`src/hdl/simd_settings.svh`:
```
// Global sizing for the SIMD issue unit
// Included by the package and by every block that sizes rows or tags

`ifndef SIMD_SETTINGS_SVH
`define SIMD_SETTINGS_SVH

// Vector register length in bits
`define SIMD_VLEN 128

// Instruction tag width
`define SIMD_TAG_W 4

// Longest execution latency, a reduction at the smallest SEW
// Also the number of scoreboard rows
`define SIMD_MAX_STAGES ($clog2(`SIMD_VLEN / 8) + 1)

`endif
```
`src/hdl/simd_pkg.sv`:
```
// Types and latency rule shared by the SIMD issue unit
// Blocks import it in their body, ports use scoped names

`include "simd_settings.svh"

package simd_pkg;

    localparam int RED_STAGES = `SIMD_MAX_STAGES;  // Reduction tree depth at SEW 8

    typedef enum logic [1:0] {
        UNIT_ALU,
        UNIT_MEM,
        UNIT_SIMD
    } unit_e;

    typedef enum logic [4:0] {
        VADD, VSUB, VAND, VOR, VXOR,
        VMUL, VMULH, VMULHU, VMULHSU,
        VWMUL, VWMULU, VWMULSU,
        VMACC, VNMSAC, VMADD, VNMSUB,
        VREDSUM, VREDAND, VREDOR, VREDXOR
    } simd_op_e;

    typedef enum logic [1:0] {
        SEW_8,
        SEW_16,
        SEW_32,
        SEW_64
    } sew_e;

    // Execution latency in cycles, 1 up to RED_STAGES
    function automatic logic [3:0] simd_latency(input simd_op_e op, input sew_e sew);
        logic [3:0] lat;
        case (op)
            VMUL, VMULH, VMULHU, VMULHSU, VWMUL, VWMULU, VWMULSU: begin
                lat = (sew == SEW_64) ? 4'd3 : 4'd2;
            end
            VMACC, VNMSAC, VMADD, VNMSUB: begin
                lat = (sew == SEW_64) ? 4'd4 : 4'd3;
            end
            VREDSUM, VREDAND, VREDOR, VREDXOR: begin
                // Fewer elements per register means a shallower tree
                case (sew)
                    SEW_8, SEW_16: lat = 4'(RED_STAGES);
                    SEW_32:        lat = 4'(RED_STAGES - 1);
                    default:       lat = 4'(RED_STAGES - 2);
                endcase
            end
            default: lat = 4'd1;  // Plain element-wise ops
        endcase
        return lat;
    endfunction

endpackage

```
`src/hdl/simd_issue_if.sv`:
```
// Request and acceptance bundle from issue control
// Read by the scoreboard and by the writeback delay pipe

`include "simd_settings.svh"

interface simd_issue_if;
    import simd_pkg::*;

    logic                   req_valid;   // SIMD request, no flush
    logic [3:0]             req_stages;  // Latency of the request
    logic                   accept;      // Request issued this cycle
    simd_op_e               op;
    logic [`SIMD_TAG_W-1:0] tag;

    modport ctrl (
        output req_valid,
        output req_stages,
        output accept,
        output op,
        output tag
    );

    // Occupancy only needs where the request lands
    modport board (
        input req_stages,
        input accept
    );

    modport pipe (
        input accept,
        input req_stages,
        input op,
        input tag
    );

endinterface

```
`src/hdl/simd_issue_unit.sv`:
```
// Top level of the SIMD issue scoreboard
// Issue control, occupancy board and writeback pipe joined by one bundle

`include "simd_settings.svh"

module simd_issue_unit (
    input  logic                   clk_i,
    input  logic                   rstn_i,
    input  logic                   flush_i,

    input  logic                   instr_valid_i,
    input  simd_pkg::unit_e        instr_unit_i,
    input  simd_pkg::simd_op_e     instr_op_i,
    input  simd_pkg::sew_e         instr_sew_i,
    input  logic [`SIMD_TAG_W-1:0] instr_tag_i,

    output logic                   stall_o,
    output logic                   accept_o,
    output logic [3:0]             exe_stages_o,
    output logic                   wb_valid_o,
    output logic [`SIMD_TAG_W-1:0] wb_tag_o,
    output simd_pkg::simd_op_e     wb_op_o,
    output logic                   busy_o
);
    import simd_pkg::*;

    logic                   board_stall;
    logic                   pipe_wb_valid;
    logic [`SIMD_TAG_W-1:0] pipe_wb_tag;
    simd_op_e               pipe_wb_op;

    simd_issue_if u_issue_if ();

    simd_issue_ctrl u_issue_ctrl (
        .clk_i         (clk_i),
        .rstn_i        (rstn_i),
        .flush_i       (flush_i),
        .instr_valid_i (instr_valid_i),
        .instr_unit_i  (instr_unit_i),
        .instr_op_i    (instr_op_i),
        .instr_sew_i   (instr_sew_i),
        .instr_tag_i   (instr_tag_i),
        .ifc           (u_issue_if.ctrl),
        .stall_i       (board_stall),
        .wb_valid_i    (pipe_wb_valid),
        .wb_tag_i      (pipe_wb_tag),
        .wb_op_i       (pipe_wb_op),
        .stall_o       (stall_o),
        .accept_o      (accept_o),
        .exe_stages_o  (exe_stages_o),
        .wb_valid_o    (wb_valid_o),
        .wb_tag_o      (wb_tag_o),
        .wb_op_o       (wb_op_o),
        .busy_o        (busy_o)
    );

    simd_score_board u_score_board (
        .clk_i   (clk_i),
        .rstn_i  (rstn_i),
        .flush_i (flush_i),
        .ifc     (u_issue_if.board),
        .stall_o (board_stall)
    );

    simd_wb_pipe u_wb_pipe (
        .clk_i      (clk_i),
        .rstn_i     (rstn_i),
        .flush_i    (flush_i),
        .ifc        (u_issue_if.pipe),
        .wb_valid_o (pipe_wb_valid),
        .wb_tag_o   (pipe_wb_tag),
        .wb_op_o    (pipe_wb_op)
    );

endmodule

```
`src/hdl/simd_wb_pipe.sv`:
```
// Delay rows that carry tag and opcode of each issued instruction
// to the single writeback port after its latency

`include "simd_settings.svh"

module simd_wb_pipe (
    input  logic                   clk_i,
    input  logic                   rstn_i,
    input  logic                   flush_i,

    simd_issue_if.pipe             ifc,

    output logic                   wb_valid_o,
    output logic [`SIMD_TAG_W-1:0] wb_tag_o,
    output simd_pkg::simd_op_e     wb_op_o
);
    import simd_pkg::*;

    localparam int MAX_STAGES = `SIMD_MAX_STAGES;
    localparam int TAG_W      = `SIMD_TAG_W;
    localparam int OP_W       = $bits(simd_op_e);

    logic [MAX_STAGES:1]            last_valid;
    logic [MAX_STAGES:1][TAG_W-1:0] last_tag;
    logic [MAX_STAGES:1][OP_W-1:0]  last_op;
    logic [TAG_W-1:0]               tag_sel;
    logic [OP_W-1:0]                op_sel;

    // Same row shape as the scoreboard, slot i-1 is the writeback slot
    for (genvar i = 1; i <= MAX_STAGES; i++) begin : g_row
        logic [i-1:0]     valid_q;
        logic [TAG_W-1:0] tag_q [i];
        simd_op_e         op_q  [i];

        always_ff @(posedge clk_i or negedge rstn_i) begin
            if (!rstn_i) begin
                valid_q <= '0;
            end else if (flush_i) begin
                valid_q <= '0;  // Flushed work never reaches writeback
            end else begin
                valid_q[0] <= ifc.accept && (ifc.req_stages == 4'(i));
                for (int j = 1; j < i; j++) begin
                    valid_q[j] <= valid_q[j-1];
                end
            end
        end

        always_ff @(posedge clk_i) begin
            if (ifc.accept && (ifc.req_stages == 4'(i))) begin
                tag_q[0] <= ifc.tag;
                op_q[0]  <= ifc.op;
            end
            for (int j = 1; j < i; j++) begin
                tag_q[j] <= tag_q[j-1];
                op_q[j]  <= op_q[j-1];
            end
        end

        assign last_valid[i] = valid_q[i-1];
        assign last_tag[i]   = tag_q[i-1];
        assign last_op[i]    = op_q[i-1];
    end

    // At most one row ends per cycle, so an AND-OR mux is enough
    always_comb begin
        tag_sel = '0;
        op_sel  = '0;
        for (int i = 1; i <= MAX_STAGES; i++) begin
            tag_sel = tag_sel | (last_tag[i] & {TAG_W{last_valid[i]}});
            op_sel  = op_sel | (last_op[i] & {OP_W{last_valid[i]}});
        end
    end

    assign wb_valid_o = |last_valid;
    assign wb_tag_o   = tag_sel;
    assign wb_op_o    = simd_op_e'(op_sel);

endmodule

```
`src/hdl/simd_score_board.sv`:
```
// Writeback occupancy tracker: one shift row per latency
// Flags a request that would reach writeback together with an older one

`include "simd_settings.svh"

module simd_score_board (
    input  logic        clk_i,
    input  logic        rstn_i,
    input  logic        flush_i,

    simd_issue_if.board ifc,

    output logic        stall_o
);
    localparam int MAX_STAGES = `SIMD_MAX_STAGES;

    logic [MAX_STAGES:1] row_hit;

    /*
     * Row i has i slots. An instruction sits in slot j during the
     * (j+1)-th cycle after issue and writes back while in slot i-1,
     * so slot j is i-1-j cycles away from writeback.
     */
    for (genvar i = 1; i <= MAX_STAGES; i++) begin : g_row
        logic [i-1:0] slot_q;
        logic         hit;

        always_ff @(posedge clk_i or negedge rstn_i) begin
            if (!rstn_i) begin
                slot_q <= '0;
            end else if (flush_i) begin
                slot_q <= '0;
            end else begin
                slot_q[0] <= ifc.accept && (ifc.req_stages == 4'(i));
                for (int j = 1; j < i; j++) begin
                    slot_q[j] <= slot_q[j-1];  // Advance one slot per cycle
                end
            end
        end

        // Last slot is writing back now and never blocks a new request
        always_comb begin
            hit = 1'b0;
            for (int j = 0; j < i - 1; j++) begin
                if (ifc.req_stages == 4'(i - 1 - j)) begin
                    hit = slot_q[j];
                end
            end
        end

        assign row_hit[i] = hit;
    end

    // Single writeback port, any row landing on the same cycle blocks
    assign stall_o = |row_hit;

endmodule

```
`src/hdl/simd_issue_ctrl.sv`:
```
// Issue control for the SIMD unit: latency decode, accept or stall,
// in-flight counting and the writeback outputs of the unit

`include "simd_settings.svh"

module simd_issue_ctrl (
    input  logic                   clk_i,
    input  logic                   rstn_i,
    input  logic                   flush_i,

    input  logic                   instr_valid_i,
    input  simd_pkg::unit_e        instr_unit_i,
    input  simd_pkg::simd_op_e     instr_op_i,
    input  simd_pkg::sew_e         instr_sew_i,
    input  logic [`SIMD_TAG_W-1:0] instr_tag_i,

    simd_issue_if.ctrl             ifc,

    input  logic                   stall_i,     // Writeback slot already taken
    input  logic                   wb_valid_i,
    input  logic [`SIMD_TAG_W-1:0] wb_tag_i,
    input  simd_pkg::simd_op_e     wb_op_i,

    output logic                   stall_o,
    output logic                   accept_o,
    output logic [3:0]             exe_stages_o,
    output logic                   wb_valid_o,
    output logic [`SIMD_TAG_W-1:0] wb_tag_o,
    output simd_pkg::simd_op_e     wb_op_o,
    output logic                   busy_o
);
    import simd_pkg::*;

    logic [3:0] exe_stages;
    logic [2:0] inflight_q;  // At most five in flight

    assign exe_stages = simd_latency(instr_op_i, instr_sew_i);

    // Only SIMD work is tracked here, flush blocks issue in its own cycle
    assign ifc.req_valid  = instr_valid_i & (instr_unit_i == UNIT_SIMD) & ~flush_i;
    assign ifc.req_stages = exe_stages;
    assign ifc.op         = instr_op_i;
    assign ifc.tag        = instr_tag_i;
    assign ifc.accept     = ifc.req_valid & ~stall_i;

    // Issue and retire in the same cycle leave the count unchanged
    always_ff @(posedge clk_i or negedge rstn_i) begin
        if (!rstn_i) begin
            inflight_q <= '0;
        end else if (flush_i) begin
            inflight_q <= '0;  // All slots dropped at this edge
        end else if (ifc.accept && !wb_valid_i) begin
            inflight_q <= inflight_q + 3'd1;
        end else if (!ifc.accept && wb_valid_i) begin
            inflight_q <= inflight_q - 3'd1;
        end
    end

    assign stall_o      = ifc.req_valid & stall_i;
    assign accept_o     = ifc.accept;
    assign exe_stages_o = exe_stages;  // Shown even without a request

    assign wb_valid_o = wb_valid_i;
    assign wb_tag_o   = wb_tag_i;
    assign wb_op_o    = wb_op_i;

    assign busy_o = |inflight_q;

endmodule

```
`config.mk`:
```
export PLATFORM = sky130hd
export DESIGN_NAME = simd_issue_unit
export DESIGN_NICKNAME = d
export VERILOG_FILES = /design/src/hdl/simd_pkg.sv /design/src/hdl/simd_issue_if.sv /design/src/hdl/simd_issue_unit.sv /design/src/hdl/simd_wb_pipe.sv /design/src/hdl/simd_score_board.sv /design/src/hdl/simd_issue_ctrl.sv
export VERILOG_INCLUDE_DIRS = /design/src /design/src/hdl
export SDC_FILE = /design/constraint.sdc
export NUM_CORES = 1
export LEC_CHECK = 0
export BUFFER_PORTS_ARGS = -buffer_cell sky130_fd_sc_hd__clkbuf_2
export CAP_MARGIN = 15
export CORE_MARGIN = 1.5
export CORE_UTILIZATION = 35
export CTS_BUF_LIST = sky130_fd_sc_hd__clkbuf_8
export CTS_CLUSTER_DIAMETER = 120
export CTS_CLUSTER_SIZE = 16
export DETAILED_ROUTE_END_ITERATION = 10
export SYNTH_ARGS = -nofsm -noshare
export SYNTH_HDL_FRONTEND = slang
export SYNTH_SLANG_ARGS = --single-unit
```
`constraint.sdc`:
```
create_clock -name clk_i -period 3.6 [get_ports clk_i]
set_clock_uncertainty 0.15 [all_clocks]
set_input_delay 0.72 -clock clk_i [delete_from_list [all_inputs] [get_ports clk_i]]
set_output_delay 0.72 -clock clk_i [all_outputs]
set_load 0.02 [all_outputs]
```
==> Word-level counts from Yosys, hierarchy flattened <==
Memory sizes are Yosys's and may differ from the RTL's.
Cells that the tools add are included.
W data, S select, Z words.
{ "word_totals": {"register_bits": 28, "ramBits": 135, "input_bits": 17, "elab_cells": 124, "mem_count": 10} }
{ "memory_table": {"columns": ["name", "words", "word_bits", "rd", "rd_ports_with_merged_regs", "write_ports", "line", "source"], "rows": [
  ["u_wb_pipe.g_row[5].op_q", 5, 5, 5, 0, 5, "simd_wb_pipe.sv:33", "simd_op_e op_q [i];"],
  ["u_wb_pipe.g_row[4].op_q", 4, 5, 4, 0, 4, "simd_wb_pipe.sv:33", null],
  ["u_wb_pipe.g_row[5].tag_q", 5, 4, 5, 0, 5, "simd_wb_pipe.sv:32", "logic [TAG_W-1:0] tag_q [i];"],
  ["u_wb_pipe.g_row[4].tag_q", 4, 4, 4, 0, 4, "simd_wb_pipe.sv:32", null],
  ["u_wb_pipe.g_row[3].op_q", 3, 5, 3, 0, 3, "simd_wb_pipe.sv:33", null],
  ["u_wb_pipe.g_row[3].tag_q", 3, 4, 3, 0, 3, "simd_wb_pipe.sv:32", null],
  ["+4 memories", null, null, null, null, null, null, null]
]} }
{ "classes": {"addsub": 2, "eq_ne": 24, "muxes": 36, "bitwise": 24, "reduce_logical": 18} }
{ "op_table": {"columns": ["op", "n"], "rows": [
  ["$eq A5 B4 Y1 const B", 8],
  ["$and A5 B5 Y5", 5],
  ["$mux W1", 23],
  ["$and A4 B4 Y4", 5],
  ["$eq A5 B5 Y1 const B", 4],
  ["$or A5 B5 Y5", 4],
  ["$mux W3", 6],
  ["$or A4 B4 Y4", 4],
  ["$eq A5 B3 Y1 const B", 3],
  ["$pmux W4 S3", 1],
  ["$reduce_or A4 Y1", 3],
  ["$eq A4 B2 Y1 const B", 2],
  ["$eq A4 B3 Y1 const B", 2],
  ["$mux W4", 2],
  ["$logic_and A1 B1 Y1", 7],
  ["$reduce_or A7 Y1", 1],
  ["$eq A2 B2 Y1 const B", 3],
  ["$pmux W3 S2", 1],
  ["$mux W5", 1],
  ["$reduce_or A5 Y1", 1],
  ["$and A1 B1 Y1", 4],
  ["$eq A4 B1 Y1 const B", 1],
  ["$mux W2", 2],
  ["$add A3 B1 Y3 const B", 1],
  ["other kinds (8)", 10]
]} }

==> Longest topological paths before layout <==
Gate-level depths: netlist of run 1.
{ "logic_depth": {"word_depth": 17, "ltp_mapped": 13} }

==> Cells and area by module <==
Synthesis of run 1 repeated with hierarchy kept, for this count alone.
{ "unflattened": {"cells_unflattened": 328, "area_unflattened_um2": 4956.0} }
{ "by_module_without_submodules": {"columns": ["module", "instances", "cells_per_inst", "area_per_inst_um2", "seq_area_each_um2"], "rows": [
  ["simd_wb_pipe", 1, 211, 3936.3, 3528.4],
  ["simd_issue_ctrl", 1, 83, 603.1, 75.1],
  ["simd_score_board", 1, 34, 416.6, 250.2]
]} }

==> Worst setup path before layout of run 1 <==
No wires, ideal clock.
{ "synth_path": {"kind": "input-to-reg", "start": "input instr_op_i[3]", "end": "register u_issue_ctrl.inflight_q[2]", "t_arrival_ps": 3304, "setup_slack_ps": 18, "path_stages": 13, "n_path_buf": 2, "path_cell_list": "buf_6 or3b_1 mux2_4 inv_1 nand2_1 a21oi_2 or4_4 buf_6 nor2_1 fa_1 and2_1 mux2i_1 mux2_1"} }
{ "synth_between": {"elab_chain_len": 14} }
{ "synth_lines": {"columns": ["element", "line", "source"], "rows": [
  ["start, declared", "simd_issue_unit.sv:13", "input simd_pkg::simd_op_e instr_op_i,"],
  ["$eq A5 B3 Y1, or another cell as far along", "simd_pkg.sv:34", "case (op)"],
  ["$reduce_or A7 Y1 or $reduce_or A4 Y1 (tied branches)", "simd_pkg.sv:34", null],
  ["$pmux W4 S3 *", "simd_pkg.sv:34", null],
  ["net exe_stages_o[2]", "simd_issue_unit.sv:19", "output logic [3:0] exe_stages_o,"],
  ["$eq A4 B3 Y1", "simd_score_board.sv:45", "if (ifc.req_stages == 4'(i - 1 - j)) begin"],
  ["$mux W1 (4 in a row)", "simd_score_board.sv:45", null],
  ["$reduce_or A4 Y1 *", "simd_score_board.sv:55", "assign stall_o = |row_hit;"],
  ["$not A1 Y1 *", "simd_issue_ctrl.sv:44", "assign ifc.accept = ifc.req_valid & ~stall_i;"],
  ["$and A1 B1 Y1 *", "simd_issue_ctrl.sv:44", null],
  ["$logic_and A1 B1 Y1 or $logic_not A1 Y1 (tied branches)", "simd_issue_ctrl.sv:52, simd_issue_ctrl.sv:54", null],
  ["$mux W3 or $logic_and A1 B1 Y1 (tied branches)", "simd_issue_ctrl.sv:52, simd_issue_ctrl.sv:54", null],
  ["$mux W3 or $reduce_bool A3 Y1 (tied branches)", null, null],
  ["end signal, assigned", "simd_issue_ctrl.sv:53", "inflight_q <= inflight_q + 3'd1;"],
  ["end signal, assigned", "simd_issue_ctrl.sv:55", "inflight_q <= inflight_q - 3'd1;"],
  ["end, declared", "simd_issue_ctrl.sv:35", "logic [2:0] inflight_q;"]
]} }
Mark *: on every way through the listed nets, which the timed path passes. The rest lies on a longest branch.
A chain may end at the register's enable or synchronous reset.

==> Final worst setup path of run 1 <==
{ "layout_path": {"start": "input instr_op_i[2]", "end": "output accept_o"} }
{ "layout_between": {"elab_chain_len": 11} }
{ "layout_lines": {"columns": ["element", "line", "source"], "rows": [
  ["$eq A5 B3 Y1, or another cell as far along", "simd_pkg.sv:34", null],
  ["$reduce_or A7 Y1 or $reduce_or A4 Y1 (tied branches)", "simd_pkg.sv:34", null],
  ["$pmux W4 S3 *", "simd_pkg.sv:34", null],
  ["$eq A4 B3 Y1", "simd_score_board.sv:45", null],
  ["$mux W1 (4 in a row)", "simd_score_board.sv:45", null],
  ["$reduce_or A4 Y1 *", "simd_score_board.sv:55", null],
  ["$not A1 Y1 *", "simd_issue_ctrl.sv:44", null],
  ["$and A1 B1 Y1 *", "simd_issue_ctrl.sv:44", null],
  ["end, declared", "simd_issue_unit.sv:18", "output logic accept_o,"]
]} }
Mark *: on every way between the ends. The rest lies on a longest branch, timed or not.

==> results of run 1 <==
==> layer usage <==
layer | GRT usage | part of all wire | vias to the layer above
met2 | 0.182 | 0.46 | 60
met5 | 0 | 0 | -
met4 | 0.0609 | 0.018 | 0
li1 | - | - | 1061
met1 | 0.155 | 0.46 | 1010
met3 | 0.0459 | 0.053 | 17
==> state kept, by name (all words and copies together), names as in the netlist <==
register                    cells
u_wb_pipe.g_row.op_q           75
u_wb_pipe.g_row.tag_q          60
u_wb_pipe.g_row.valid_q         9
u_score_board.g_row.slot_q      6
u_issue_ctrl.inflight_q         3
==> path summary, 6_finish.rpt <==
check | slack [ns] | depth (start not counted) | from | end
min reg2reg | 0.18 | 0 | u_wb_pipe.g_row[3].op_q[0][9] | u_wb_pipe.g_row[3].op_q[0][14]
max | 0.11 | 9 | instr_op_i[2] | accept_o
max reg2reg | 1.02 | 10 | u_score_board.g_row[5].slot_q[2] | u_issue_ctrl.inflight_q[2]
min | 0.07 | 1 | rstn_i | u_issue_ctrl.inflight_q[2]
min in group clk_i | 0.18 | 0 | u_wb_pipe.g_row[3].op_q[0][9] | u_wb_pipe.g_row[3].op_q[0][14]
max in group asynchronous | 2.91 | 1 | rstn_i | u_wb_pipe.g_row[1].valid_q
==> cell type report <==
class                   count  area, um^2  share of cell area
flip-flops and latches    153        3600               0.702
multi-input cells         101         694               0.135
repair buffers             45         258              0.0502
clock buffers              17         234              0.0456
well taps                 168         210              0.0410
clock inverters            14         116              0.0227
inverters                   4        15.0             0.00293
==> layout by cell type (no fill, tap or decap), types with 3 or more instances in the layout <==
cell type   count
a21oi_1         3
a222oi_1        9
a22oi_1        10
and3_1          4
buf_4          13
clkbuf_2       32
clkbuf_8       17
clkinv_4        3
clkinvlp_4      3
dfrtp_1        18
dfxtp_1        90
edfxtp_1       45
inv_1           4
inv_8           3
mux2_1          3
mux2i_1         3
nand2_1        12
nor2_1         16
nor2b_1        12
nor3_1          7
==> kinds of logic (layout without fill, tap and decap cells) <==
family,after synthesis,count (layout)
compound gates,30,30
xor+xnor,1,1
fa+ha+maj,1,1
buf+inv,14,80
flops,153,153
mux,7,7
other cells,1,1
simple gates,61,61
==> report_power, final <==
group	internal [mW]	total (mW)	leakage [nW]	switching, mW
logic	0.0335	0.0895	0.521	0.0559
clock network	0.490	1.13	0.175	0.638
registers	1.78	1.79	1.42	0.00456
total	2.31	3.00	2.11	0.698
==> results.md, run 1 <==
* Die Y at 115 um
* Async SR Flop Fraction at 0.118
* Synthesized area per cell at 16.3 um^2
* Initial DRC count at 114
* Drt first pass iters at 5
* Max-Cap Viols at 0
* Xor/xnor cell area share of the yosys netlist at 0.00629
* Synthesized Nets at 286
* P&R area growth vs syn at 17.2%
* Die footprint at 13200 um^2
* DP Wirelength at 4500 um
* Post-CTS Setup Bufs at 0
* Overall Global Routing Usage at 0.122
* Ys Warns at 0
* Crit-path max cell delay at 0.60 ns
* I/O Buffers at 32
* Final hold vios at 0
* VDD IR-drop max at 0.000195 V
* Final setup fails at 0
* Rows at 40
* Most used cell, CP: clkbuf_2
* Top cells by area, synth: dfxtp_1 41%, edfxtp_1 31%, dfrtp_1 10%
* Leakage at 2.11 nW
* Synth cell types at 39
* CP required at 2.73 ns
* Final worst slack at 0.109 ns
* Min Hold Slack at 0.0684 ns
* Pins Over Slew Limit at 0
* Clk slew on worst S/H paths at 0.08 ns
* Post-Place Cells at 471
* Initial antenna violation count at 0
* Vias in the first global route at 2202
* TritonCTS buffer count at 17
* Crit-path slowest cell: or4_4
* Antenna cells at 0
* Fin nets at 340
* GRT overflow at 0
* Register area share after synthesis at 0.823
* CP Launch Type: input port
* Seq cells post-synth at 153
* Die span in x at 115 um
* Fmax at 286 MHz
* Via count at 2148
* Total Wirelength at 7240 um
* Share of cells above drive strength 1 at 0.249
* Final Cell Area at 5130 um^2
* Period utilization at 0.970
* Root Buffer: clkbuf_8
* Cell family with most CP delay: buffers and inverters
* First-pass GRT wire length at 11400 um
* Largest net degree at the start of global routing at 19
* Mapped cell area at 4380 um^2
* CTS tree: done
* Wire per inst at 14.4 um
* Post_cts resized at 0
* # H-tree levels at 4
* Fin cells at 502
* Most frequent cells after synthesis: 90 x dfxtp_1, 45 x edfxtp_1, 18 x dfrtp_1, 16 x nor2_1
* RSZ-0062 raised after global routing: false
* Crit Path Category: in2out
* Top FF cell, synth: dfxtp_1
* Largest family of logic cells by synthesized area: simple AND/OR/NAND/NOR gates
* Adder-Cell Fraction of Synth Area at 0.00457
* PD cells at 585 nW/um^2
* Largest fanout on the critical path at 9
* Area leader, netlist: dfxtp_1
* Crit path cell chain: clkbuf_2, buf_4, o21ai_1, mux2i_1, a22oi_2, a21oi_2, or4_4, inv_1, clkbuf_2
* Number of synthesized flops with an enable pin at 45
* Clock Sinks at 153
* Slew @ Worst Pin at 0.522 ns
* Synth Instances at 268
* Synth top area share at 0.412
* Status: complete, no violations
* Setup TNS Final at 0 ns
* CP Buf/Inv Count at 4
* Antenna viol nets, final at 0
* Maximum clock insertion buffer count at 2
* Max-slew headroom at 0.652
* DP Worst Slack at 0.0996 ns
* Vias/cell at 4.28
* Starting Density at 0.361
* Placed cell area at 4780 um^2
* Core Util, Final at 0.424
* Post-synthesis mux area share at 0.0180
* Core area at 12100 um^2
* Min Tclk post-route at 3.49 ns
* Simple-gate share of the synthesized area at 0.0726
* Most common cell in the netlist: dfxtp_1
* Synth Area in Compound Gates at 0.0563
* Clock Latency Late Sink at 0.43 ns
* Fill count at 1114
* # DRC at 0
* Total power draw at 3.00 mW
* Final Wtd Congestion at 0.821
* Worst EP arrival at 2.62 ns
* Top Ports at 34
* Worst Hold Class: in2async
* CTS Hold Buffers Added at 0
* Setup crit end kind: output pin
(Power assumes the default switching activity.)
==> inputs of run 2 (changes only) <==
clock period = 3.5 ns   (was 3.6 ns; I/O delays follow)
==> run 2 against run 1 <==
Cell count increased by 0.60%. Clock power increased by 12%. Largest cell class unchanged. Power increased by 6.7%. Sequential power is 3% higher. Die area is the same.
==> results.md, run 2 (synthesis gave the netlist of run 1 again) <==
* Status: complete, no violations
* Overall Global Routing Usage at 0.122 (+0.000679)
* R2R Setup Slk at 0.95 ns (-0.07 ns)
* Fin nets at 342 (+0.59%)
* Crit-path max cell delay at 0.56 ns (-0.04 ns)
* P&R area growth vs syn at 19.1%
* FF-to-FF End: u_issue_ctrl.inflight_q[2]
* Rows at 40 (unchanged)
* Most used cell, CP: clkbuf_2
* Core area at 12100 um^2 (unchanged)
* Via count at 2198 (+2.3%)
* CP Launch Type: input port
* Clock Latency Late Sink at 0.42 ns (about the same)
* Final setup fails at 0 (unchanged)
* Total Wirelength at 7290 um (+0.66%)
* Min Hold Slack at 0.0511 ns (-0.0173 ns)
* Wire per inst at 14.4 um (about the same)
* TritonCTS buffer count at 17 (unchanged)
* DP Wirelength at 4650 um (+3.4%)
* Period utilization at 0.977
* Die span in x at 115 um (unchanged)
* Die Y at 115 um (unchanged)
* Slew @ Worst Pin at 0.504 ns (-0.0179 ns)
* I/O Buffers at 32 (unchanged)
* Placed cell area at 4810 um^2 (+0.65%)
* Final worst slack at 0.0802 ns (-0.0288 ns)
* CP Buf/Inv Count at 3 (-1)
* PD cells at 615 nW/um^2 (+5.0%)
* Worst EP arrival at 2.57 ns (-0.05 ns)
* Reg2reg start: u_score_board.g_row[5].slot_q[2]
* Antenna viol nets, final at 0 (unchanged)
* Starting Density at 0.361 (unchanged)
* Leakage at 2.14 nW (+1.5%)
* Antenna cells at 0 (unchanged)
* Worst Hold Class: in2async
* Final hold vios at 0 (unchanged)
* Crit Path Category: in2out
* Largest net degree at the start of global routing at 19 (unchanged)
* Max FFs per register at 75 (unchanged)
* Clock Sinks at 153 (unchanged)
* # DRC at 0 (unchanged)
* Max-slew headroom at 0.664 (+0.0119)
* RSZ-0062 raised after global routing: false
* CTS tree: done
* # H-tree levels at 4 (unchanged)
* Biggest regs: u_wb_pipe.g_row.op_q (75), u_wb_pipe.g_row.tag_q (60), u_wb_pipe.g_row.valid_q (9)
* Maximum clock insertion buffer count at 2 (unchanged)
* Root Buffer: clkbuf_8
* Drt first pass iters at 6 (+1)
* Clk slew on worst S/H paths at 0.09 ns (about the same)
* Vias/cell at 4.35 (+1.7%)
* Die footprint at 13200 um^2 (unchanged)
* Cell family with most CP delay: simple AND/OR/NAND/NOR gates
* Initial antenna violation count at 0 (unchanged)
* Post-CTS Setup Bufs at 0 (unchanged)
* Crit-path slowest cell: or4_4
* Fmax at 292 MHz
* Post-Place Cells at 473 (+0.42%)
* Setup TNS Final at 0 ns (unchanged)
* Share of cells above drive strength 1 at 0.258 (+0.00966)
* Worst reg-to-reg path cell count at 10 (unchanged)
* Initial DRC count at 117 (+2.6%)
* Register with the highest flop count: u_wb_pipe.g_row.op_q
* Commonest non-fill, non-tap cell in the layout: dfxtp_1
* Min Tclk post-route at 3.42 ns
* Highest-count cells in the layout ignoring fill and taps: 90 x dfxtp_1, 45 x edfxtp_1, 32 x clkbuf_2, 18 x dfrtp_1, 17 x clkbuf_8
* Fin cells at 505 (+0.60%)
* CP required at 2.65 ns (-0.08 ns)
* Max-Cap Viols at 0 (unchanged)
* VDD IR-drop max at 0.000236 V (+21%)
* Largest fanout on the critical path at 5 (-4)
* Pins Over Slew Limit at 0 (unchanged)
* Setup crit end kind: output pin
* Fill count at 1115 (+0.090%)
* First-pass GRT wire length at 11500 um (+1.1%)
* Vias in the first global route at 2259 (+2.6%)
* Final Wtd Congestion at 0.837 (+1.9%)
* Crit path cell chain: clkbuf_2, or3b_1, mux2_4, o21ai_2, a21oi_2, or4_4, inv_1, clkbuf_2
* GRT overflow at 0 (unchanged)
* Top Ports at 34 (unchanged)
* DP Worst Slack at 0.0277 ns (-0.0719 ns)
* Final Cell Area at 5210 um^2 (+1.6%)
==> run 2: cell type report <==
cell class	instances	area, um^2	share of cell area
Clock buffer	17	234	0.0449
Clock inverter	15	164	0.0314
Inverter	4	18.8	0.00360
Multi-Input combinational cell	101	698	0.134
Sequential cell	153	3600	0.691
Tap cell	168	210	0.0403
Timing Repair Buffer	47	285	0.0547
==> run 2: where the power goes <==
group | switching [mW] | leakage [nW] | total, mW | internal (mW)
sequential | 0.00463 | 1.42 | 1.84 | 1.83
clock | 0.680 | 0.203 | 1.27 | 0.592
combinational | 0.0590 | 0.525 | 0.0951 | 0.0361
==> run 2: routing by layer <==
layer,part of all wire,vias up,track usage
met3,0.049,9,0.0406
met1,0.46,1058,0.149
met4,0.013,0,0.0667
met5,0,-,0
li1,-,1070,-
met2,0.48,61,0.193
==> run 2: how the worst max path moves through the flow <==
stage / start / endpoint / slack, ns / depth (start not counted)
6_report: instr_op_i[2] / accept_o / 0.08 / 8
3_5_place_dp: instr_op_i[2] / u_issue_ctrl.inflight_q[2] / 0.03 / 12
5_1_grt: instr_op_i[3] / accept_o / 0.007 / 8
3_3_place_gp: instr_op_i[2] / u_issue_ctrl.inflight_q[2] / 0.12 / 12
4_1_cts: instr_op_i[3] / accept_o / 0.09 / 8
2_1_floorplan: instr_op_i[3] / u_wb_pipe.g_row[2].op_q[0][0] / -0.01 / 8
==> run 2: timing repair <==
item | CTS | global route
hold buffers | 0 | 0
endpoints found under the setup margin | 0 | 1
endpoints found under the hold margin | 0 | 0
gates resized for setup | 0 | 1
==> run 2: metrics by stage <==
step                      total power, mW   util
after floorplan                      1.93      -
after global routing                 3.34  0.430
final                                3.20  0.430
after global placement               1.97  0.397
after detailed placement             1.97  0.397
after CTS                            3.25  0.430
==> run 2: worst reg2reg max path, cell delays in order (launching register included) <==
cell,delay [ns]
dfrtp_1,0.38
nor2_1,0.14
a221oi_1,0.08
o21ai_2,0.15
a21oi_2,0.08
or4_4,0.56
nor2_1,0.17
fa_1,0.21
nor2_1,0.05
mux2i_1,0.15
mux2_1,0.33
==> inputs of run 3 (changes only) <==
CORE_MARGIN = 2   (was 1.5)
==> run 3 against run 2 <==
Non-clock buffer count grew 1. Largest power group unchanged. Register-to-register slack lost 0.04 ns. Power grew 2.7%. Sequential share of layout area shrank 0.41 points. Cell area grew 0.60%.
==> results.md, run 3 (synthesis gave the netlist of run 1 again) <==
* Overall Global Routing Usage at 0.120 (-0.00200)
* Worst reg-to-reg path cell count at 10 (unchanged)
* Largest net degree at the start of global routing at 19 (unchanged)
* Worst Hold Class: in2async
* Total power draw at 3.29 mW (+2.7%)
* # DRC at 0 (unchanged)
* Crit-path max cell delay at 0.57 ns (about the same)
* Register with the highest flop count: u_wb_pipe.g_row.op_q
* Total Wirelength at 7310 um (+0.26%)
* Setup TNS Final at 0 ns (unchanged)
* Drt first pass iters at 4 (-2)
* Cell family with most CP delay: simple AND/OR/NAND/NOR gates
* CP Launch Type: input port
* Commonest non-fill, non-tap cell in the layout: dfxtp_1
* Max-slew headroom at 0.641 (-0.0226)
* Worst EP arrival at 2.53 ns (-0.04 ns)
* Post_cts resized at 0 (unchanged)
* Clock Latency Late Sink at 0.42 ns (about the same)
* Worst setup path startpoint: instr_op_i[3]
* Root Buffer: clkbuf_8
* Vias in the first global route at 2249 (-0.44%)
* CTS Hold Buffers Added at 0 (unchanged)
* CP required at 2.65 ns (about the same)
* Initial DRC count at 90 (-23%)
* Largest fanout on the critical path at 7 (+2)
* Max-Cap Viols at 0 (unchanged)
* Top Ports at 34 (unchanged)
* Final Wtd Congestion at 0.853 (+2.0%)
* Placed cell area at 4820 um^2 (+0.16%)
* Leakage at 2.16 nW (+0.77%)
* Maximum clock insertion buffer count at 2 (unchanged)
* Die span in x at 116 um (+0.87%)
* Core area at 12100 um^2 (unchanged)
* Status: complete, no violations
* Setup crit end kind: output pin
* CTS tree: done
* Most used cell, CP: clkbuf_2
* Final hold vios at 0 (unchanged)
* Crit path cell chain: clkbuf_2, or3b_1, mux2_4, o21ai_2, a21oi_2, or4_4, inv_2, clkbuf_2
* VDD IR-drop max at 0.000222 V (-6.1%)
* Post-CTS Setup Bufs at 0 (unchanged)
* Starting Density at 0.361 (unchanged)
* Crit path capture: accept_o
* GRT overflow at 0 (unchanged)
* R2R Setup Slk at 0.91 ns (-0.04 ns)
* Biggest regs: u_wb_pipe.g_row.op_q (75), u_wb_pipe.g_row.tag_q (60), u_wb_pipe.g_row.valid_q (9)
* I/O Buffers at 32 (unchanged)
* RSZ-0062 raised after global routing: false
* CP Buf/Inv Count at 3 (unchanged)
* Fmax at 296 MHz (+1.3%)
* Via count at 2192 (-0.27%)
* TritonCTS buffer count at 17 (unchanged)
* Die footprint at 13400 um^2 (+1.7%)
* Period utilization at 0.965 (-0.0123)
* Critical path depth in cells at 8 (unchanged)
* # H-tree levels at 4 (unchanged)
* Max FFs per register at 75 (unchanged)
* Core Util, Final at 0.433 (+0.00258)
* Crit Path Category: in2out
* FF-to-FF End: u_issue_ctrl.inflight_q[2]
* DP Wirelength at 4630 um (-0.56%)
* Highest-count cells in the layout ignoring fill and taps: 90 x dfxtp_1, 45 x edfxtp_1, 32 x clkbuf_2, 18 x clkbuf_8, 18 x dfrtp_1
* Reg2reg start: u_score_board.g_row[5].slot_q[2]
* Rows at 40 (unchanged)
* Vias/cell at 4.33 (-0.47%)
* Crit-path slowest cell: or4_4
* Pins Over Slew Limit at 0 (unchanged)
* Min Hold Slack at 0.0492 ns (-0.00197 ns)
* Min Tclk post-route at 3.38 ns (-0.0429 ns)
* Wire per inst at 14.4 um (about the same)
* Initial antenna violation count at 0 (unchanged)
* Slew @ Worst Pin at 0.538 ns (+0.0339 ns)
* Final Cell Area at 5250 um^2 (+0.60%)
* Antenna cells at 0 (unchanged)
* Clock Sinks at 153 (unchanged)
* Final setup fails at 0 (unchanged)
* PD cells at 628 nW/um^2 (+2.1%)
* Antenna viol nets, final at 0 (unchanged)
* Share of cells above drive strength 1 at 0.263 (+0.00515)
* First-pass GRT wire length at 11600 um (+1.2%)
* Clk slew on worst S/H paths at 0.09 ns (about the same)
* Die Y at 116 um (+0.87%)
* Fin nets at 343 (+0.29%)
* P&R area growth vs syn at 19.8%
run 3: cell types whose count changed in the layout (fill, tap and decap cells not counted):
cell and delta:
inv_1 -2, buf_4 +1, bufinv_16 +1, clkbuf_8 +1
clkinv_8 -1, clkinvlp_4 -1, inv_2 +1, inv_8 +1
o21ai_1 +1, o21ai_2 -1
run 3: layout make-up:
type	instances	area, um^2
fill	1124	6870
timing repair buffer	48	293
inverter	4	18.8
multi-input combinational	101	694
tap	168	210
clock inverter	14	178
sequential	153	3600
clock buffer	18	248
run 3: worst min path at each step:
stage | from | end | slack [ns] | cells after the start
2_1_floorplan | u_wb_pipe.g_row[3].op_q[0][5] | u_wb_pipe.g_row[3].op_q[0][10] | 0.16 | 0
3_3_place_gp | u_wb_pipe.g_row[5].op_q[0][12] | u_wb_pipe.g_row[5].op_q[0][17] | 0.16 | 0
3_5_place_dp | u_wb_pipe.g_row[4].tag_q[1][1] | u_wb_pipe.g_row[4].tag_q[2][1] | 0.16 | 0
4_1_cts | rstn_i | u_issue_ctrl.inflight_q[2] | 0.04 | 1
5_1_grt | rstn_i | u_issue_ctrl.inflight_q[2] | 0.05 | 1
6_report | rstn_i | u_issue_ctrl.inflight_q[2] | 0.05 | 1
run 3: stage by stage:
| stage | setup slack (ns) | cells |
|---|---|---|
| global placement | 0.119 | 474 |
| CTS | 0.0707 | 506 |
| floorplan | -0.0106 | 268 |
| detailed placement | 0.00216 | 474 |
| global route | 0.0400 | 506 |
| finish | 0.123 | 506 |
run 3: where the power goes:
part           internal, mW  leakage, nW  switching [mW]
Sequential             1.83         1.42         0.00463
Clock                 0.686        0.218           0.673
Combinational        0.0367        0.526          0.0592
run 3: per-layer routing:
metal / wire length [um] / track usage / vias to the layer above
met3: 427 / 0.0418 / 9
li1: - / - / 1070
met1: 3400 / 0.158 / 1057
met2: 3380 / 0.184 / 56
met4: 102 / 0.0476 / 0
met5: 0 / 0 / -
run 3: worst register-to-register path: stages (launching register included):
cell      delay (ns)
dfrtp_1         0.38
nor2_1          0.14
a221oi_1        0.08
o21ai_2         0.15
a21oi_2         0.07
or4_4           0.57
nor2_1          0.18
fa_1            0.22
nor2_1          0.05
mux2i_1         0.14
mux2_1          0.33
